`src/design/rv_mem_pkg.sv`:
```
/*
 * rv_mem_pkg
 *   widths, IO region and load/store size codes for the memory back end
 */

package rv_mem_pkg;

	// data path width
	localparam int xlen = 32;

	// RAM word address covers byte address bits 13..2
	localparam int ram_aw = 12;

	// IO word address covers byte address bits 11..2
	localparam int io_aw = 10;

	// register file address
	localparam int reg_aw = 5;

	// address bits 31..30 of a store that goes to the IO port
	localparam logic [1:0] io_region = 2'b11;

	// RISC-V funct3 size codes for loads and stores
	typedef enum logic [2:0] {
		ls_b  = 3'd0,
		ls_h  = 3'd1,
		ls_w  = 3'd2,
		ls_bu = 3'd4,
		ls_hu = 3'd5
	} ldst_code_e;

endpackage

```
`src/design/wb_stage.sv`:
```
/*
 * wb_stage
 *   write-back: load lane select with sign or zero extension, register write port
 */

module wb_stage (
	input  logic                           cmd_ld_wb,
	input  logic                           wbk_rd_reg_wb,
	input  rv_mem_pkg::ldst_code_e         ld_code_wb,
	input  logic [rv_mem_pkg::reg_aw-1:0]  rd_adr_wb,
	input  logic [rv_mem_pkg::xlen-1:0]    rd_data_wb,
	input  logic [rv_mem_pkg::xlen-1:0]    ld_data_wb,
	output logic                           reg_we,
	output logic [rv_mem_pkg::reg_aw-1:0]  reg_wadr,
	output logic [rv_mem_pkg::xlen-1:0]    reg_wdata
);
	import rv_mem_pkg::*;

	logic [1:0]      ofs;
	logic [7:0]      ld_byte;
	logic [15:0]     ld_half;
	logic [xlen-1:0] ld_val;

	// low bits of the load address
	assign ofs = rd_data_wb[1:0];

	assign ld_byte = ld_data_wb[{ofs, 3'b000} +: 8];
	assign ld_half = ofs[1] ? ld_data_wb[31:16] : ld_data_wb[15:0];

	always_comb begin
		case (ld_code_wb)
			ls_b: begin
				ld_val = {{(xlen-8){ld_byte[7]}}, ld_byte};
			end
			ls_bu: begin
				ld_val = {{(xlen-8){1'b0}}, ld_byte};
			end
			ls_h: begin
				ld_val = {{(xlen-16){ld_half[15]}}, ld_half};
			end
			ls_hu: begin
				ld_val = {{(xlen-16){1'b0}}, ld_half};
			end
			default: begin
				ld_val = ld_data_wb;
			end
		endcase
	end

	assign reg_wdata = cmd_ld_wb ? ld_val : rd_data_wb;
	assign reg_wadr  = rd_adr_wb;

	// x0 is never written
	assign reg_we = wbk_rd_reg_wb & (rd_adr_wb != '0);

endmodule

```
`config.mk`:
```
export PLATFORM = sky130hd
export DESIGN_NAME = wb_stage
export DESIGN_NICKNAME = d
export VERILOG_FILES = /design/src/design/rv_mem_pkg.sv /design/src/design/wb_stage.sv
export SDC_FILE = /design/constraint.sdc
export NUM_CORES = 1
export LEC_CHECK = 0
export BUFFER_PORTS_ARGS = -buffer_cell sky130_fd_sc_hd__buf_2
export CELL_PAD_IN_SITES_DETAIL_PLACEMENT = 2
export CELL_PAD_IN_SITES_GLOBAL_PLACEMENT = 2
export CORE_MARGIN = 8
export CORE_UTILIZATION = 15
export DETAILED_ROUTE_END_ITERATION = 7
export GPL_TIMING_DRIVEN = 0
export PLACE_DENSITY_LB_ADDON = 0.15
export SETUP_SLACK_MARGIN = 0.4
export SYNTH_ARGS = -nofsm -noshare
export SYNTH_HDL_FRONTEND = slang
export SYNTH_SLANG_ARGS = --single-unit
```
`constraint.sdc`:
```
create_clock -name vclk -period 1.3
set_input_delay 0.065 -clock vclk [all_inputs]
set_output_delay 0.065 -clock vclk [all_outputs]
set_load 0.005 [all_outputs]
```
---- After elaboration in Yosys (flattened, before gate mapping) ----
Index checks and enable logic that the tools add are counted.
cells by class
  $add $sub $neg .......................... 0
  $mul .................................... 0
  div/mod/pow operators ................... 0
  magnitude comparators ................... 0
  eq/ne operators ......................... 3
  shift-type cells ........................ 1
  multiplexer cells ....................... 3
  bitwise gates (word level) .............. 1
  reduce and logical (&&, ||, !) cells .... 2
operators with widths
  kind                                            count
  one-hot mux 32 bit (4 select lines)             1
  two-way mux 32 bit                              1
  indexed part select 32 x 6 -> 8 bit             1
  two-way mux 16 bit                              1
  == test 3 bit (second input constant)           2
  nonzero test 5 bit                              1
  == test 3 x 1 -> 1 bit (second input constant)  1
  zero test 3 bit                                 1
  bitwise AND 1 bit                               1
storage, ports and cells
  flip-flop bits (word level) ............. 0
  bits in latches ......................... 0
  RAM bits ................................ 0
  memory bits (read-only) ................. 0
  bits of input ports ..................... 74
  output and inout bits ................... 38
  logic and storage cells ................. 10
  memories ................................ 0

---- Logic depth before layout (Yosys ltp) ----
  depth after elaboration ................. 3
  mapped depth ............................ 7
  gate-level depth less buffers ........... 4

---- Worst setup path after synthesis ----
Ideal clock, no wire load.
  path type ............................... input port to output port
  start ................................... input port rd_data_wb[1] (netlist name)
  end ..................................... output port reg_wdata[20] (netlist name)
  arrival ................................. 1,039 ps
  required time ........................... 1,235 ps
  setup slack ............................. 196 ps
  stages on the path ...................... 7
  buffers on the path ..................... 3
  path through ............................ buf_4 mux2_2 nand2_1 and3_1 buf_6 buf_12 a21oi_2
on the way
  longest elaborated chain between the ends .. 3
  elaborated cells between the ends (all ways) .. 4
  those cells by class .................... shift: 1; mux: 3
ends and longest elaborated chain
  what                                                                       line                            RTL
  start: declaration                                                         wb_stage.sv:11                  input logic [rv_mem_pkg::xlen-1:0] rd_data_wb,
  indexed part select 32 x 6 -> 8 bit or two-way mux 16 bit (tied branches)  wb_stage.sv:27, wb_stage.sv:28
  one-hot mux 32 bit (4 select lines) (*)                                    wb_stage.sv:31                  case (ld_code_wb)
  two-way mux 32 bit (*)                                                     wb_stage.sv:50                  assign reg_wdata = cmd_ld_wb ? ld_val : rd_data_wb;
  end: declaration                                                           wb_stage.sv:15                  output logic [rv_mem_pkg::xlen-1:0] reg_wdata
Mark *: on every way between the ends. The rest lies on a longest branch, timed or not.

---- Final worst setup path ----
  start ................................... input port rd_data_wb[0] (netlist name)
  end ..................................... output port reg_wdata[7] (netlist name)
on the way
  longest elaborated chain between the ends .. 3
ends and longest elaborated chain
  what                                 line            RTL
  indexed part select 32 x 6 -> 8 bit  wb_stage.sv:27  assign ld_byte = ld_data_wb[{ofs, 3'b000} +: 8];
  one-hot mux 32 bit (4 select lines)  wb_stage.sv:31
  two-way mux 32 bit                   wb_stage.sv:50
No other way between the ends.

==> summary.txt <==
Status
  – Outcome: finished, violations left
  – Failing checks: negative setup slack

Worst setup path
  – Worst Path Required: 1.24 ns
  – Critical Path AT: 1.31 ns
  – Crit end category: output port
  – Crit path from: rd_data_wb[0]
  – Worst-path maximum fanout: 3
  – Kind of critical path: input pin to output port
  – Crit start category: input pin

Finish
  – Fin cells: 373
  – Share of post-route cells with drive strength above 1: 0.621
  – FF+latch area: 0 um^2
  – Final-stage net count: 369
  – Antenna diodes: 0
  – Clock buffers: 0
  – P&R area growth vs syn: 97.1%
  – Seq cells: 0

Min path
  – Hold Startpoint: rd_adr_wb[0]
  – Hold WC Path Type: input pin to output port

Yosys
  – Post-synth top cells: nand2_1, nand3_1, o21ai_0, a21oi_1, o22ai_1
  – Most frequent cell after synthesis: nand2_1
  – Syn avg cell area: 6.04 um^2
  – Synth top area cells: nand2_1, mux2_2, nand3_1, o21ai_0, o22ai_1
  – Post-Syn Area: 1030 um^2
  – YS warnings: 0
  – Cell variety after synth: 36
  – Post-synth top area share: 0.106
  – Mapped Cells: 170
  – Post-synthesis sequential area ratio: 0
  – Syn nets: 244
  – Cell taking the most area after synthesis: nand2_1

Floorplan
  – Die footprint: 9740 um^2
  – Num rows: 30
  – Initial Util: 0.153
  – Die height: 98.7 um
  – Die width: 98.7 um
  – Core area: 6720 um^2
  – I/O pins: 112

Place
  – Post-Place Worst Slack: -0.231 ns
  – Dpl hpwl: 5850 um
  – Dpl cells: 360
  – RD Place Congestion: 0.710
  – PortBufs: 110

Drt
  – DRC: 0
  – Final WL: 7000 um
  – Via count: 1,771
  – DR WL/cell: 18.8 um
  – Drt initial violations: 23
  – DR vias/cell: 4.75
  – Router iterations before antenna repair: 4
  – Routed Antenna Nets: 0

STA
  – Final setup fails: 24
  – Worst Max-Slew Pin Slew: 0.538 ns
  – Slew Limit Fails: 0
  – Min setup slack post-route: -0.0714 ns
  – Min Hold Slack: 0.382 ns
  – Fin crit share: 1.05
  – Final Hold Violating Endpoints: 0
  – Fmax: 729 MHz
  – Fin crit period: 1.37 ns
  – Worst relative slew slack: 0.642
  – Unrepaired setup endpoints after global routing: yes

Job
  – Max_cap viols: 0

Power and ir drop
  – Cell Pwr Density: 402 nW/um^2
  – Worst vdd ir: 0.0960 mV
  – P_leak: 1.00 nW

Global routing
  – Pin count of the biggest net entering global routing: 11
  – GRT Total Usage: 0.140
  – Wire length of the first global-routing pass: 11,300 um
  – Vias in the first global route: 2,026
  – Grt total ovfl: 0
  – Initial antenna violation count: 0

Clocking
  – Cts hold-fix bufs: 0
per-layer routing:
layer / global-route usage / vias to the layer above / part of all wire
met3: 0.0261 / 0 / 0.058
met4: 0 / 0 / 0
li1: - / 879 / -
met1: 0.169 / 832 / 0.44
met2: 0.262 / 60 / 0.50
met5: 0 / - / 0
final timing paths:
path,to,slack [ns],cells past startpoint
hold / removal,reg_wadr[0],0.38,3
setup / recovery,reg_wdata[7],-0.07,8
power by group:
part / switching [mW] / total, mW / internal, mW
Clock: 0 / 0 / 0
Combinational: 0.390 / 0.813 / 0.423
Sequential: 0 / 0 / 0
Total: 0.390 / 0.813 / 0.423
stage by stage:
| stage | total power [mW] | cell area, um^2 | setup TNS [ns] | util |
|---|---|---|---|---|
| 3_5_place_dp | 0.694 | 1710 | -4.23 | 0.255 |
| 3_3_place_gp | 0.686 | 1710 | -4.28 | 0.255 |
| 5_1_grt | 0.896 | 2020 | -3.72 | 0.301 |
| 4_1_cts | 0.811 | 1980 | -1.73 | 0.294 |
| 2_1_floorplan | 0.356 | 1060 | 0 | - |
| 6_report | 0.813 | 2020 | -1.25 | 0.301 |
cell usage in the layout (no fill, tap or decap), types with 8 or more instances in the layout:
cell and count:
buf_6 8, nand3_1 18, nand2_1 28, o21ai_0 16
a21oi_2 19, o22ai_1 14, a21oi_1 9, buf_2 106
buf_4 13
critical path, cell delays in order:
cell and delay (ns):
buf_8 0.10, mux2_4 0.29, a22oi_2 0.17, buf_4 0.15
buf_6 0.08, nor2_2 0.02, o32a_1 0.29, buf_2 0.13
cell type report:
type               instances  area, um^2
plain buffers             20         173
inverters                  3        11.3
well taps                 80         100
multi-input cells        147         993
repair buffers           123         744
fillers                  832        4700
cells by family after synthesis:
kind of cell,synth area share
mux,0.123
compound gates,0.449
buf+inv,0.134
simple gates,0.294
repair_timing:
action,in CTS,in global routing
setup buffers,9,2
gates cloned,2,0
pin swaps,18,5
resized for setup,38,10
endpoints found under the setup margin,33,33
(Power assumes the default switching activity.)
